`config.mk`:
```
export PLATFORM = sky130hd
export DESIGN_NAME = uart_main_ctrl
export DESIGN_NICKNAME = d
export VERILOG_FILES = /design/src/rtl/uart_ctrl_pkg.sv /design/src/rtl/cfg_negotiator.sv /design/src/rtl/parity_checker.sv /design/src/rtl/error_collector.sv /design/src/rtl/uart_main_ctrl.sv
export SDC_FILE = /design/constraint.sdc
export NUM_CORES = 1
export LEC_CHECK = 0
export ABC_AREA = 1
export BUFFER_PORTS_ARGS = -buffer_cell sky130_fd_sc_hd__buf_2
export CAP_MARGIN = 25
export CORE_UTILIZATION = 58
export CTS_CLUSTER_SIZE = 40
export DETAILED_ROUTE_END_ITERATION = 10
export GPL_TIMING_DRIVEN = 0
export PLACE_DENSITY = 0.85
export SETUP_SLACK_MARGIN = 0.1
export SLEW_MARGIN = 20
export SYNTH_ARGS = -nofsm -noshare
export SYNTH_HDL_FRONTEND = slang
export SYNTH_SLANG_ARGS = --single-unit
```
`constraint.sdc`:
```
create_clock -name clk_i -period 4.35 [get_ports clk_i]
set_input_delay 0.435 -clock clk_i [delete_from_list [all_inputs] [get_ports clk_i]]
set_output_delay 0.435 -clock clk_i [all_outputs]
set_load 0.005 [all_outputs]
```
`src/rtl/uart_ctrl_pkg.sv`:
```
// --------------------
// UART main controller package
// Packet layout, configuration and error types, and the constants of the
// configuration handshake shared by the negotiator and its helpers
// --------------------

`default_nettype none

package uart_ctrl_pkg;

  // One serial data packet as it leaves or enters the shift registers
  typedef logic [7:0] packet_t;

  // Identifier carried in a configuration packet
  typedef enum logic [1:0] {
    ID_DATA_WIDTH  = 2'b00,
    ID_PARITY_MODE = 2'b01,
    ID_STOP_BITS   = 2'b10,
    ID_END         = 2'b11
  } cfg_id_e;

  typedef enum logic [1:0] {
    DW_5BIT = 2'b00,
    DW_6BIT = 2'b01,
    DW_7BIT = 2'b10,
    DW_8BIT = 2'b11
  } data_width_e;

  // Both upper codes switch parity off
  typedef enum logic [1:0] {
    PAR_EVEN  = 2'b00,
    PAR_ODD   = 2'b01,
    PAR_NONE  = 2'b10,
    PAR_NONE2 = 2'b11
  } parity_mode_e;

  typedef enum logic [1:0] {
    SB_1   = 2'b00,
    SB_15  = 2'b01,
    SB_2   = 2'b10,
    SB_RSV = 2'b11
  } stop_bits_e;

  // Active line configuration
  typedef struct packed {
    data_width_e  data_width;
    parity_mode_e parity_mode;
    stop_bits_e   stop_bits;
  } uart_cfg_s;

  // Configuration packet, marker nibble on top and the option in the low bits
  typedef struct packed {
    logic [3:0] marker;
    cfg_id_e    id;
    logic [1:0] option;
  } cfg_pkt_s;

  // Sticky error flags seen by the CPU
  typedef struct packed {
    logic configuration;
    logic parity;
    logic frame;
    logic overrun;
  } uart_error_s;

  // Counter used while waiting for the peer
  typedef logic [5:0] timeout_cnt_t;

  localparam logic [3:0] CFG_MARKER = 4'hA;

  // The upper nibble differs from the marker so an acknowledgment never looks like a cfg packet
  localparam packet_t ACK_PKT = 8'hF0;

  localparam uart_cfg_s STD_CFG = '{data_width: DW_8BIT, parity_mode: PAR_EVEN, stop_bits: SB_1};

  localparam int unsigned ACK_TIMEOUT_CYCLES = 40;

  // Extra line requests sent before the master gives up
  localparam int unsigned MAX_RETRIES = 3;

  // Negotiator state machine
  typedef enum logic [3:0] {
    RESET            = 4'd0,
    IDLE             = 4'd1,
    STD_LOAD         = 4'd2,
    MST_REQ          = 4'd3,
    MST_WAIT_REQ_ACK = 4'd4,
    MST_SEND         = 4'd5,
    MST_WAIT_TX      = 4'd6,
    MST_WAIT_ACK     = 4'd7,
    SLV_SEND_ACK     = 4'd8,
    SLV_WAIT_TX      = 4'd9,
    SLV_WAIT_PKT     = 4'd10
  } neg_state_e;

endpackage

`default_nettype wire

```
`src/rtl/cfg_negotiator.sv`:
```
// --------------------
// Configuration negotiator
// Runs the master and slave sides of the configuration handshake with the
// peer and owns the active configuration register
// --------------------

`default_nettype none

module cfg_negotiator (
  input  wire logic                     clk_i,
  input  wire logic                     rst_n_i,
  input  wire uart_ctrl_pkg::uart_cfg_s cfg_i,
  input  wire logic                     std_cfg_i,
  input  wire logic                     cfg_req_mst_i,
  input  wire logic                     cfg_req_slv_i,
  input  wire logic                     req_done_i,
  input  wire logic                     rx_valid_i,
  input  wire uart_ctrl_pkg::packet_t   rx_data_i,
  input  wire logic                     tx_done_i,
  output logic                          line_req_o,
  output logic                          tx_valid_o,
  output uart_ctrl_pkg::packet_t        tx_data_o,
  output uart_ctrl_pkg::uart_cfg_s      cfg_o,
  output logic                          cfg_done_o,
  output logic                          cfg_fail_o
);

  import uart_ctrl_pkg::*;

  // Last count of a wait before it is treated as a timeout
  localparam timeout_cnt_t TIMER_LAST = timeout_cnt_t'(ACK_TIMEOUT_CYCLES - 1);
  localparam int unsigned RETRY_W = $clog2(MAX_RETRIES + 1);

  neg_state_e           state_q, state_d;
  cfg_id_e              pkt_idx_q, pkt_idx_d;
  logic [RETRY_W-1:0]   retry_q, retry_d;
  timeout_cnt_t         timer_q, timer_d;
  uart_cfg_s            cfg_q, cfg_d;
  uart_cfg_s            mst_cfg_q;
  logic                 fail_q, fail_d;
  logic                 load_mst;
  logic                 ack_seen;
  logic                 timed_out;
  logic                 slv_tx;
  cfg_pkt_s             rx_pkt;

  // Builds the outgoing configuration packet for one field
  function automatic packet_t build_pkt(cfg_id_e id, uart_cfg_s cfg);
    cfg_pkt_s pkt;
    pkt.marker = CFG_MARKER;
    pkt.id     = id;
    case (id)
      ID_DATA_WIDTH:  pkt.option = cfg.data_width;
      ID_PARITY_MODE: pkt.option = cfg.parity_mode;
      ID_STOP_BITS:   pkt.option = cfg.stop_bits;
      default:        pkt.option = 2'b00;
    endcase
    return packet_t'(pkt);
  endfunction

  assign rx_pkt    = cfg_pkt_s'(rx_data_i);
  assign ack_seen  = rx_valid_i && (rx_data_i == ACK_PKT);
  assign timed_out = (timer_q == TIMER_LAST);

  // --------------------
  // Next state logic
  // --------------------

  always_comb begin
    state_d   = state_q;
    pkt_idx_d = pkt_idx_q;
    retry_d   = retry_q;
    cfg_d     = cfg_q;
    fail_d    = 1'b0;
    load_mst  = 1'b0;
    // The timer only runs in the three wait states and restarts everywhere else
    timer_d   = '0;

    case (state_q)
      RESET: begin
        state_d = IDLE;
      end

      IDLE: begin
        pkt_idx_d = ID_DATA_WIDTH;
        retry_d   = '0;
        // A request from the peer wins over our own request
        if (cfg_req_slv_i) begin
          state_d = SLV_SEND_ACK;
        end else if (cfg_req_mst_i) begin
          load_mst = 1'b1;
          state_d  = MST_REQ;
        end else if (std_cfg_i) begin
          state_d = STD_LOAD;
        end
      end

      STD_LOAD: begin
        cfg_d   = STD_CFG;
        state_d = IDLE;
      end

      // Line request held until the transmitter reports it finished
      MST_REQ: begin
        if (req_done_i) begin
          state_d = MST_WAIT_REQ_ACK;
        end
      end

      MST_WAIT_REQ_ACK: begin
        timer_d = timer_q + 1'b1;
        if (ack_seen) begin
          state_d = MST_SEND;
        end else if (timed_out) begin
          if (retry_q == RETRY_W'(MAX_RETRIES)) begin
            fail_d  = 1'b1;
            state_d = STD_LOAD;
          end else begin
            retry_d = retry_q + 1'b1;
            state_d = MST_REQ;
          end
        end
      end

      // Done may already arrive in the first cycle of a transmission
      MST_SEND, MST_WAIT_TX: begin
        state_d = tx_done_i ? MST_WAIT_ACK : MST_WAIT_TX;
      end

      MST_WAIT_ACK: begin
        timer_d = timer_q + 1'b1;
        if (ack_seen) begin
          if (pkt_idx_q == ID_END) begin
            // Peer accepted the whole set, so it becomes the active configuration
            cfg_d   = mst_cfg_q;
            state_d = IDLE;
          end else begin
            pkt_idx_d = cfg_id_e'(pkt_idx_q + 1'b1);
            state_d   = MST_SEND;
          end
        end else if (timed_out) begin
          fail_d  = 1'b1;
          state_d = STD_LOAD;
        end
      end

      SLV_SEND_ACK, SLV_WAIT_TX: begin
        if (tx_done_i) begin
          // pkt_idx holds the id of the packet just acknowledged
          state_d = (pkt_idx_q == ID_END) ? IDLE : SLV_WAIT_PKT;
        end else begin
          state_d = SLV_WAIT_TX;
        end
      end

      SLV_WAIT_PKT: begin
        timer_d = timer_q + 1'b1;
        if (rx_valid_i && (rx_pkt.marker == CFG_MARKER)) begin
          case (rx_pkt.id)
            ID_DATA_WIDTH:  cfg_d.data_width  = data_width_e'(rx_pkt.option);
            ID_PARITY_MODE: cfg_d.parity_mode = parity_mode_e'(rx_pkt.option);
            ID_STOP_BITS:   cfg_d.stop_bits   = stop_bits_e'(rx_pkt.option);
            default:        cfg_d = cfg_q;
          endcase
          pkt_idx_d = rx_pkt.id;
          state_d   = SLV_SEND_ACK;
        end else if (timed_out) begin
          fail_d  = 1'b1;
          state_d = STD_LOAD;
        end
      end

      default: begin
        state_d = IDLE;
      end
    endcase
  end

  // --------------------
  // Registers
  // --------------------

  always_ff @(posedge clk_i) begin
    if (!rst_n_i) begin
      state_q   <= RESET;
      pkt_idx_q <= ID_DATA_WIDTH;
      retry_q   <= '0;
      timer_q   <= '0;
      cfg_q     <= STD_CFG;
      fail_q    <= 1'b0;
    end else begin
      state_q   <= state_d;
      pkt_idx_q <= pkt_idx_d;
      retry_q   <= retry_d;
      timer_q   <= timer_d;
      cfg_q     <= cfg_d;
      fail_q    <= fail_d;
    end
  end

  // Snapshot of the requested configuration, kept stable for the whole exchange
  always_ff @(posedge clk_i) begin
    if (load_mst) begin
      mst_cfg_q <= cfg_i;
    end
  end

  // --------------------
  // Outputs
  // --------------------

  assign slv_tx     = (state_q == SLV_SEND_ACK) || (state_q == SLV_WAIT_TX);
  assign line_req_o = (state_q == MST_REQ);
  assign tx_valid_o = slv_tx || (state_q == MST_SEND) || (state_q == MST_WAIT_TX);

  // The slave only ever sends acknowledgments
  assign tx_data_o  = slv_tx ? ACK_PKT : build_pkt(pkt_idx_q, mst_cfg_q);
  assign cfg_o      = cfg_q;
  assign cfg_done_o = (state_q == IDLE);
  assign cfg_fail_o = fail_q;

endmodule

`default_nettype wire

```
`src/rtl/parity_checker.sv`:
```
// --------------------
// Parity checker
// Compares the received parity bit with the parity of the data bits under
// the active width and mode
// --------------------

`default_nettype none

module parity_checker (
  input  wire uart_ctrl_pkg::uart_cfg_s cfg_i,
  input  wire logic                     rx_valid_i,
  input  wire uart_ctrl_pkg::packet_t   rx_data_i,
  input  wire logic                     rx_parity_i,
  input  wire logic                     enable_i,
  output logic                          par_err_o
);

  import uart_ctrl_pkg::*;

  logic data_xor;
  logic mismatch;

  always_comb begin
    // Only the bits inside the active width take part
    case (cfg_i.data_width)
      DW_5BIT: data_xor = ^rx_data_i[4:0];
      DW_6BIT: data_xor = ^rx_data_i[5:0];
      DW_7BIT: data_xor = ^rx_data_i[6:0];
      default: data_xor = ^rx_data_i;
    endcase

    // Odd parity expects the inverted XOR, the two no-parity codes never fail
    case (cfg_i.parity_mode)
      PAR_EVEN: mismatch = (rx_parity_i != data_xor);
      PAR_ODD:  mismatch = (rx_parity_i != ~data_xor);
      default:  mismatch = 1'b0;
    endcase
  end

  // No check while the configuration is being negotiated
  assign par_err_o = enable_i && rx_valid_i && mismatch;

endmodule

`default_nettype wire

```
`src/rtl/error_collector.sv`:
```
// --------------------
// Error collector
// Turns single-cycle error events into sticky flags that stay set until
// the CPU acknowledges the interrupt
// --------------------

`default_nettype none

module error_collector (
  input  wire logic            clk_i,
  input  wire logic            rst_n_i,
  input  wire logic            cfg_fail_i,
  input  wire logic            par_err_i,
  input  wire logic            rx_valid_i,
  input  wire logic            frame_error_i,
  input  wire logic            overrun_error_i,
  input  wire logic            irq_ack_i,
  output uart_ctrl_pkg::uart_error_s error_o
);

  import uart_ctrl_pkg::*;

  uart_error_s err_q;
  uart_error_s err_d;
  uart_error_s err_set;

  // Events of this cycle, frame and overrun only count with a received packet
  always_comb begin
    err_set.configuration = cfg_fail_i;
    err_set.parity        = par_err_i;
    err_set.frame         = rx_valid_i && frame_error_i;
    err_set.overrun       = rx_valid_i && overrun_error_i;
  end

  // Acknowledge clears the old flags, a new event in the same cycle still lands
  assign err_d = err_set | (irq_ack_i ? uart_error_s'('0) : err_q);

  always_ff @(posedge clk_i) begin
    if (!rst_n_i) begin
      err_q <= '0;
    end else begin
      err_q <= err_d;
    end
  end

  assign error_o = err_q;

endmodule

`default_nettype wire

```
`src/rtl/uart_main_ctrl.sv`:
```
// --------------------
// UART main controller
// Negotiator and parity checker side by side, both feeding the error
// collector
// --------------------

`default_nettype none

module uart_main_ctrl (
  input  wire logic                     clk_i,
  input  wire logic                     rst_n_i,
  // CPU side
  input  wire uart_ctrl_pkg::uart_cfg_s cfg_i,
  input  wire logic                     std_cfg_i,
  input  wire logic                     cfg_req_mst_i,
  input  wire logic                     cfg_req_slv_i,
  input  wire logic                     irq_ack_i,
  // Receiver
  input  wire logic                     rx_valid_i,
  input  wire uart_ctrl_pkg::packet_t   rx_data_i,
  input  wire logic                     rx_parity_i,
  input  wire logic                     frame_error_i,
  input  wire logic                     overrun_error_i,
  // Transmitter
  input  wire logic                     req_done_i,
  input  wire logic                     tx_done_i,
  output logic                          line_req_o,
  output logic                          tx_valid_o,
  output uart_ctrl_pkg::packet_t        tx_data_o,
  // Status
  output uart_ctrl_pkg::uart_cfg_s      cfg_o,
  output logic                          cfg_done_o,
  output uart_ctrl_pkg::uart_error_s    error_o
);

  logic par_err;
  logic cfg_fail;

  cfg_negotiator u_negotiator (
    .clk_i         (clk_i),
    .rst_n_i       (rst_n_i),
    .cfg_i         (cfg_i),
    .std_cfg_i     (std_cfg_i),
    .cfg_req_mst_i (cfg_req_mst_i),
    .cfg_req_slv_i (cfg_req_slv_i),
    .req_done_i    (req_done_i),
    .rx_valid_i    (rx_valid_i),
    .rx_data_i     (rx_data_i),
    .tx_done_i     (tx_done_i),
    .line_req_o    (line_req_o),
    .tx_valid_o    (tx_valid_o),
    .tx_data_o     (tx_data_o),
    .cfg_o         (cfg_o),
    .cfg_done_o    (cfg_done_o),
    .cfg_fail_o    (cfg_fail)
  );

  // Checks run against the active configuration, and only outside a negotiation
  parity_checker u_parity (
    .cfg_i       (cfg_o),
    .rx_valid_i  (rx_valid_i),
    .rx_data_i   (rx_data_i),
    .rx_parity_i (rx_parity_i),
    .enable_i    (cfg_done_o),
    .par_err_o   (par_err)
  );

  error_collector u_errors (
    .clk_i           (clk_i),
    .rst_n_i         (rst_n_i),
    .cfg_fail_i      (cfg_fail),
    .par_err_i       (par_err),
    .rx_valid_i      (rx_valid_i),
    .frame_error_i   (frame_error_i),
    .overrun_error_i (overrun_error_i),
    .irq_ack_i       (irq_ack_i),
    .error_o         (error_o)
  );

endmodule

`default_nettype wire

```
==> results of run 1 <==
==> synthesized netlist by cell type <==
| cell type | number |
|---|---|
| o221ai_2 | 1 |
| or2_2 | 1 |
| inv_2 | 6 |
| nor2_1 | 30 |
| nor3b_1 | 1 |
| nor2_2 | 7 |
| edfxtp_1 | 6 |
| ha_1 | 14 |
| clkinv_1 | 1 |
| nor3_2 | 1 |
| nand2_1 | 66 |
| or2_1 | 1 |
| nand3_2 | 3 |
| nand3_1 | 20 |
| o21ai_2 | 2 |
| nand4_1 | 1 |
| buf_4 | 5 |
| buf_2 | 1 |
| o21ai_0 | 16 |
| a211oi_1 | 1 |
| nor2_4 | 2 |
| a21oi_1 | 17 |
| inv_1 | 33 |
| conb_1 | 1 |
| nor3_1 | 4 |
| nand3b_4 | 1 |
| xnor2_1 | 2 |
| a31oi_1 | 2 |
| o21ai_1 | 1 |
| xor2_1 | 2 |
| nand3b_1 | 3 |
| nand2_2 | 3 |
| dfxtp_1 | 25 |
| o22ai_1 | 1 |
| a311oi_1 | 2 |
==> routing by layer <==
metal	vias to the layer above	global-route usage, %	part of all wire (%)
met2	76	44.27	46
met4	0	10.71	2.3
met5	-	0	0
met1	861	32.05	45
met3	12	5.757	6.7
li1	1009	-	-
==> worst min path at each step <==
stage	to	slack, ps	cells after the start	from
finish	u_negotiator.mst_cfg_q[1]	270	1	cfg_i[1]
global route	u_negotiator.mst_cfg_q[2]	250	1	cfg_i[2]
CTS	u_negotiator.mst_cfg_q[1]	270	1	cfg_i[1]
detailed placement	u_errors.error_o[3]	440	2	u_negotiator.cfg_fail_o
global placement	u_errors.error_o[3]	420	2	u_negotiator.cfg_fail_o
floorplan	u_errors.error_o[3]	410	2	u_negotiator.cfg_fail_o
==> flip-flops by register name (all words and copies together) (netlist names) <==
name / cells
u_negotiator.mst_cfg_q: 6
u_negotiator.cfg_fail_o: 1
u_negotiator.timer_q: 6
u_negotiator.state_q: 4
u_negotiator.pkt_idx_q: 2
u_negotiator.retry_q: 2
u_errors.error_o: 4
u_negotiator.cfg_o: 6
==> cell type report <==
type                       count  area, um^2
tap                           46       57.56
multi-input combinational    207        1139
inverter                      40       150.1
buffer                         6       42.54
fill                         310       965.9
clock buffer                   6       51.30
clock inverter                 2       35.03
timing repair buffer          43       215.2
sequential                    31       680.7
==> cell families after synthesis <==
logic type,share of synthesized area (%)
AND/OR/NAND/NOR,33.58
buffers and inverters,9.595
AO/OA/AOI/OAI,12.27
flip-flops,33.89
adder cells (fa/ha/maj),8.723
XOR/XNOR,1.745
other,0.1867
==> report_power, final <==
group          total, mW  switching, mW  internal [mW]  leakage (nW)
clock              0.237          0.102          0.136        0.0482
combinational      0.434          0.251          0.183         0.910
sequential         0.394         0.0488          0.345         0.258
==> per-stage QoR <==
step	total power, mW	setup WS, ps
2_1_floorplan	0.6909	2686
3_3_place_gp	0.8125	2362
3_5_place_dp	0.8224	2344
4_1_cts	1.066	2241
5_1_grt	1.150	2077
6_report	1.066	2238
==> results.tsv, run 1 <==
stage	metric	value	unit
yosys	post-synthesis instance total	283	
critical_path	CP startpoint	u_negotiator.state_q[3]	
placed_design	IO Port Bufs	43	
placed_design	area post-placement	2285	um^2
cells_and_area	most common cell after layout, fill and taps aside	nand2_1	
cells_and_area	commonest non-fill, non-tap cells in the layout	66 x nand2_1, 44 x buf_2, 33 x inv_1	
yosys	Mapped Area	2008	um^2
cells_and_area	design area	2371	um^2
floorplanning	# rows	21	
critical_path	Register-to-Register Path Depth	8	
power	Leak	1.216	nW
floorplanning	Core Region	3337	um^2
critical_path	Top delay family on crit path	simple AND/OR/NAND/NOR gates	
sta	Final min period	2112	ps
critical_path	Data arrival, critical path	1680	ps
clock_network	cts bufs inserted	5	
clock_network	Root Buffer	clkbuf_4	
floorplanning	DIE HEIGHT	60.84	um
clock_network	CTS-repair resized insts	0	
critical_path	Critical Path Stages	6	
placed_design	# placed instances	373	
clock_network	# H-tree levels	2	
critical_path	WP data required	3910	ps
sta	Hold Vio Cnt, Final	0	
clock_network	CTS sink count	31	
floorplanning	Starting Density	60.18	%
critical_path	WS Path Type	reg2out	
critical_path	FF-to-FF setup slack	2660	ps
sta	relative slew slack	64.82	%
sta	final clock skew	0.7796	ps
grt	gr ovfl total	0	
cells_and_area	n_diodes	0	
clock_network	postcts setup bufs	0	
power	Cell Pwr Density	449.5	nW/um^2
yosys	top cell type's share of synthesized area	24.92	%
clock_network	CTS max path bufs	2	
yosys	area leader, netlist	dfxtp_1	
power	maximum VDD drop	0.3121	mV
placed_design	Final HPWL DP	3339	um
detailed_routing	DRT Pass-1 Iters	4	
floorplanning	# IOs	47	
cells_and_area	fin nets	374	
clock_network	CTS tree	done	
detailed_routing	drc violations	0	
yosys	sequential share of the synthesized area	33.89	%
critical_path	critical path's slowest cell	dfxtp_1	
yosys	Synth Register Bits	31	
grt	vias in the first global route	1714	
sta	Final Setup Violations	0	
critical_path	crit-path max cell delay	440	ps
detailed_routing	final WL	4396	um
yosys	Avg Inst Size Synth	7.096	um^2
critical_path	WP buf/inv	3	
job	Max-Cap Viols	0	
critical_path	Worst Setup EP	tx_data_o[3]	
critical_path	CP max FO	8	
critical_path	crit path launch type	register	
floorplanning	die footprint	3702	um^2
cells_and_area	Area Growth Syn to Fin	18.07	%
detailed_routing	routed vias	1958	
sta	Min Hold Slack	271.1	ps
yosys	post-synthesis cell type count	35	
yosys	Ys Warns	0	
sta	achievable frequency	473.4	MHz
clock_network	clock latency on the worst-skew pair	330	ps
floorplanning	die width	60.84	um
grt	largest net degree at the start of global routing	11	
detailed_routing	post-route ant nets	0	
sta	final period utilization	48.56	%
min_path	Hold WC Path Type	in2reg	
critical_path	CP Capture Type	primary output	
grt	first-pass GRT wire length	7058	um
cells_and_area	Finished Core Util	71.05	%
clock_network	Post-CTS Hold Fix Bufs	0	
detailed_routing	drt initial violations	75	
cells_and_area	layout cells sized above 1	25.07	%
sta	max-slew violation count	0	
sta	RSZ-0062 raised after global routing	false	
run_status	status	completed	
yosys	main area contributors after synthesis	dfxtp_1 25%, nand2_1 12%, edfxtp_1 9.0%, ha_1 8.7%, inv_1 6.2%	
clock_network	Reg clk slew, reported paths	100	ps
grt	initial antenna violation count	0	
detailed_routing	DR WL/cell	11.54	um
placed_design	global placement routability congestion	0.8660	
sta	setup TNS	0	ps
cells_and_area	non-filler instance count after layout	381	
detailed_routing	number of vias per cell	5.139	
grt	gr usage total	26.08	%
critical_path	reg-to-reg critical path startpoint	u_negotiator.state_q[3]	
critical_path	worst reg2reg endpoint	u_negotiator.state_q[0]	
sta	worst-margin pin slew	525.8	ps
critical_path	Cell Chain, Critical Path	nand2_1 -> nor2_1 -> inv_1 -> nand2_1 -> inv_1 -> buf_2	
No activity file was read; power rests on OpenSTA's default activity.
==> run 2, diff against run 1 <==
--- a/config.mk
+++ b/config.mk
@@ -8,11 +8,11 @@
 export ABC_AREA = 1
 export BUFFER_PORTS_ARGS = -buffer_cell sky130_fd_sc_hd__buf_2
 export CAP_MARGIN = 25
-export CORE_UTILIZATION = 58
+export CORE_UTILIZATION = 54
 export CTS_CLUSTER_SIZE = 40
 export DETAILED_ROUTE_END_ITERATION = 10
 export GPL_TIMING_DRIVEN = 0
-export PLACE_DENSITY = 0.85
+export PLACE_DENSITY = 0.8
 export SETUP_SLACK_MARGIN = 0.1
 export SLEW_MARGIN = 20
 export SYNTH_ARGS = -nofsm -noshare
==> constraint.sdc (replaced) <==
create_clock -name clk_i -period 2.2 [get_ports clk_i]
set_input_delay 0.22 -clock clk_i [delete_from_list [all_inputs] [get_ports clk_i]]
set_output_delay 0.22 -clock clk_i [all_outputs]
set_load 0.005 [all_outputs]
==> results.tsv, run 2 (synthesis gave the netlist of run 1 again) <==
stage	metric	value	unit	change
run_status	status	completed		
grt	vias in the first global route	1844		+7.6%
sta	RSZ-0062 raised after global routing	false		
sta	final period utilization	84.27	%	
clock_network	CTS tree	done		
floorplanning	# rows	21		unchanged
detailed_routing	DRT Pass-1 Iters	4		unchanged
floorplanning	die width	62.98	um	+3.5%
cells_and_area	most common cell after layout, fill and taps aside	nand2_1		
placed_design	# placed instances	373		unchanged
critical_path	CP max FO	8		unchanged
cells_and_area	commonest non-fill, non-tap cells in the layout	66 x nand2_1, 44 x buf_2, 33 x inv_1		
clock_network	cts bufs inserted	5		unchanged
sta	Final Setup Violations	0		unchanged
detailed_routing	routed vias	1944		-0.72%
sta	worst-margin pin slew	532.0	ps	+6.215 ps
sta	setup TNS	0	ps	unchanged
detailed_routing	DR WL/cell	11.78	um	+2.1%
power	maximum VDD drop	0.7479	mV	+140%
grt	largest net degree at the start of global routing	11		unchanged
sta	achievable frequency	539.4	MHz	
clock_network	postcts setup bufs	0		unchanged
sta	Hold Vio Cnt, Final	0		unchanged
critical_path	Data arrival, critical path	1630	ps	-50 ps
critical_path	WS Path Type	reg2out		
cells_and_area	layout cells sized above 1	25.07	%	unchanged
clock_network	Reg clk slew, reported paths	60	ps	-40 ps
cells_and_area	n_diodes	0		unchanged
cells_and_area	Finished Core Util	69.79	%	-1.3 points
critical_path	CP Capture Type	primary output		
sta	max-slew violation count	0		unchanged
cells_and_area	non-filler instance count after layout	381		unchanged
clock_network	clock latency on the worst-skew pair	280	ps	-50 ps
floorplanning	Starting Density	58.34	%	-1.8 points
clock_network	CTS-repair resized insts	0		unchanged
grt	gr ovfl total	0		unchanged
detailed_routing	number of vias per cell	5.102		-0.72%
grt	gr usage total	25.08	%	-1.0 points
critical_path	crit path launch type	register		
cells_and_area	Filler Cell Count	313		+0.97%
critical_path	WP data required	1980	ps	-1930 ps
detailed_routing	drt initial violations	105		+40%
sta	final clock skew	4.555	ps	+3.776 ps
cells_and_area	Area Growth Syn to Fin	19.63	%	
placed_design	IO Port Bufs	43		unchanged
floorplanning	Core Region	3442	um^2	+3.1%
floorplanning	DIE HEIGHT	62.98	um	+3.5%
detailed_routing	post-route ant nets	0		unchanged
floorplanning	# IOs	47		unchanged
clock_network	Post-CTS Hold Fix Bufs	0		unchanged
placed_design	global placement routability congestion	0.8789		+1.5%
placed_design	Final HPWL DP	3416	um	+2.3%
sta	relative slew slack	64.40	%	-0.42 points
detailed_routing	drc violations	0		unchanged
min_path	Hold WC Path Type	in2reg		
clock_network	Root Buffer	clkbuf_8		
clock_network	CTS sink count	31		unchanged
cells_and_area	fin nets	374		unchanged
detailed_routing	final WL	4490	um	+2.1%
power	Leak	1.229	nW	+1.1%
floorplanning	die footprint	3966	um^2	+7.2%
sta	Min Hold Slack	109.0	ps	-162.0 ps
clock_network	# H-tree levels	2		unchanged
power	Cell Pwr Density	926.2	nW/um^2	+110%
grt	initial antenna violation count	0		unchanged
sta	Final min period	1854	ps	
grt	first-pass GRT wire length	7872	um	+12%
job	Max-Cap Viols	0		unchanged
clock_network	CTS max path bufs	2		unchanged
[run 2: per-stage QoR]
stage | total power [mW] | area, um^2 | setup WS [ps]
finish | 2.225 | 2402 | 346.1
floorplan | 1.366 | 2012 | 750.9
detailed placement | 1.641 | 2285 | 380.5
global placement | 1.612 | 2285 | 418.0
global route | 2.413 | 2402 | 213.5
CTS | 2.229 | 2402 | 381.4
[run 2: area by class of cell]
class	instances	area (um^2)	area share, %
Inverter	40	150.1	6.250
Tap cell	46	57.56	2.396
Multi-Input combinational cell	207	1139	47.40
Sequential cell	31	680.7	28.33
Buffer	6	42.54	1.771
Clock inverter	2	35.03	1.458
Clock buffer	6	82.58	3.438
Timing Repair Buffer	43	215.2	8.958
[run 2: routing by layer]
| layer | track usage (%) | routed length [um] | vias up |
|---|---|---|---|
| li1 | - | - | 1010 |
| met1 | 30.77 | 2070 | 866 |
| met2 | 42.88 | 2111 | 59 |
| met3 | 5.292 | 245 | 9 |
| met4 | 8.721 | 62 | 0 |
| met5 | 0 | 0 | - |
[run 2: report_power, final]
group	internal, mW	total, mW	switching [mW]
combinational	0.363	0.868	0.505
sequential	0.684	0.778	0.0937
clock	0.366	0.579	0.213
[run 2: final timing paths]
path / cells after the start / end / start / slack (ps)
setup / recovery: 6 / tx_data_o[2] / u_negotiator.state_q[3] / 350
hold / removal: 1 / u_negotiator.mst_cfg_q[0] / cfg_i[0] / 110
setup reg to reg: 8 / u_negotiator.state_q[0] / u_negotiator.state_q[3] / 510
hold reg to reg: 2 / u_errors.error_o[3] / u_negotiator.cfg_fail_o / 450
[run 2: worst max-delay path, stage by stage (launching register included)]
cell	delay, ps
dfxtp_1	430
nand2_1	80
nor2_1	420
inv_1	180
nand2_1	100
inv_1	40
buf_2	110
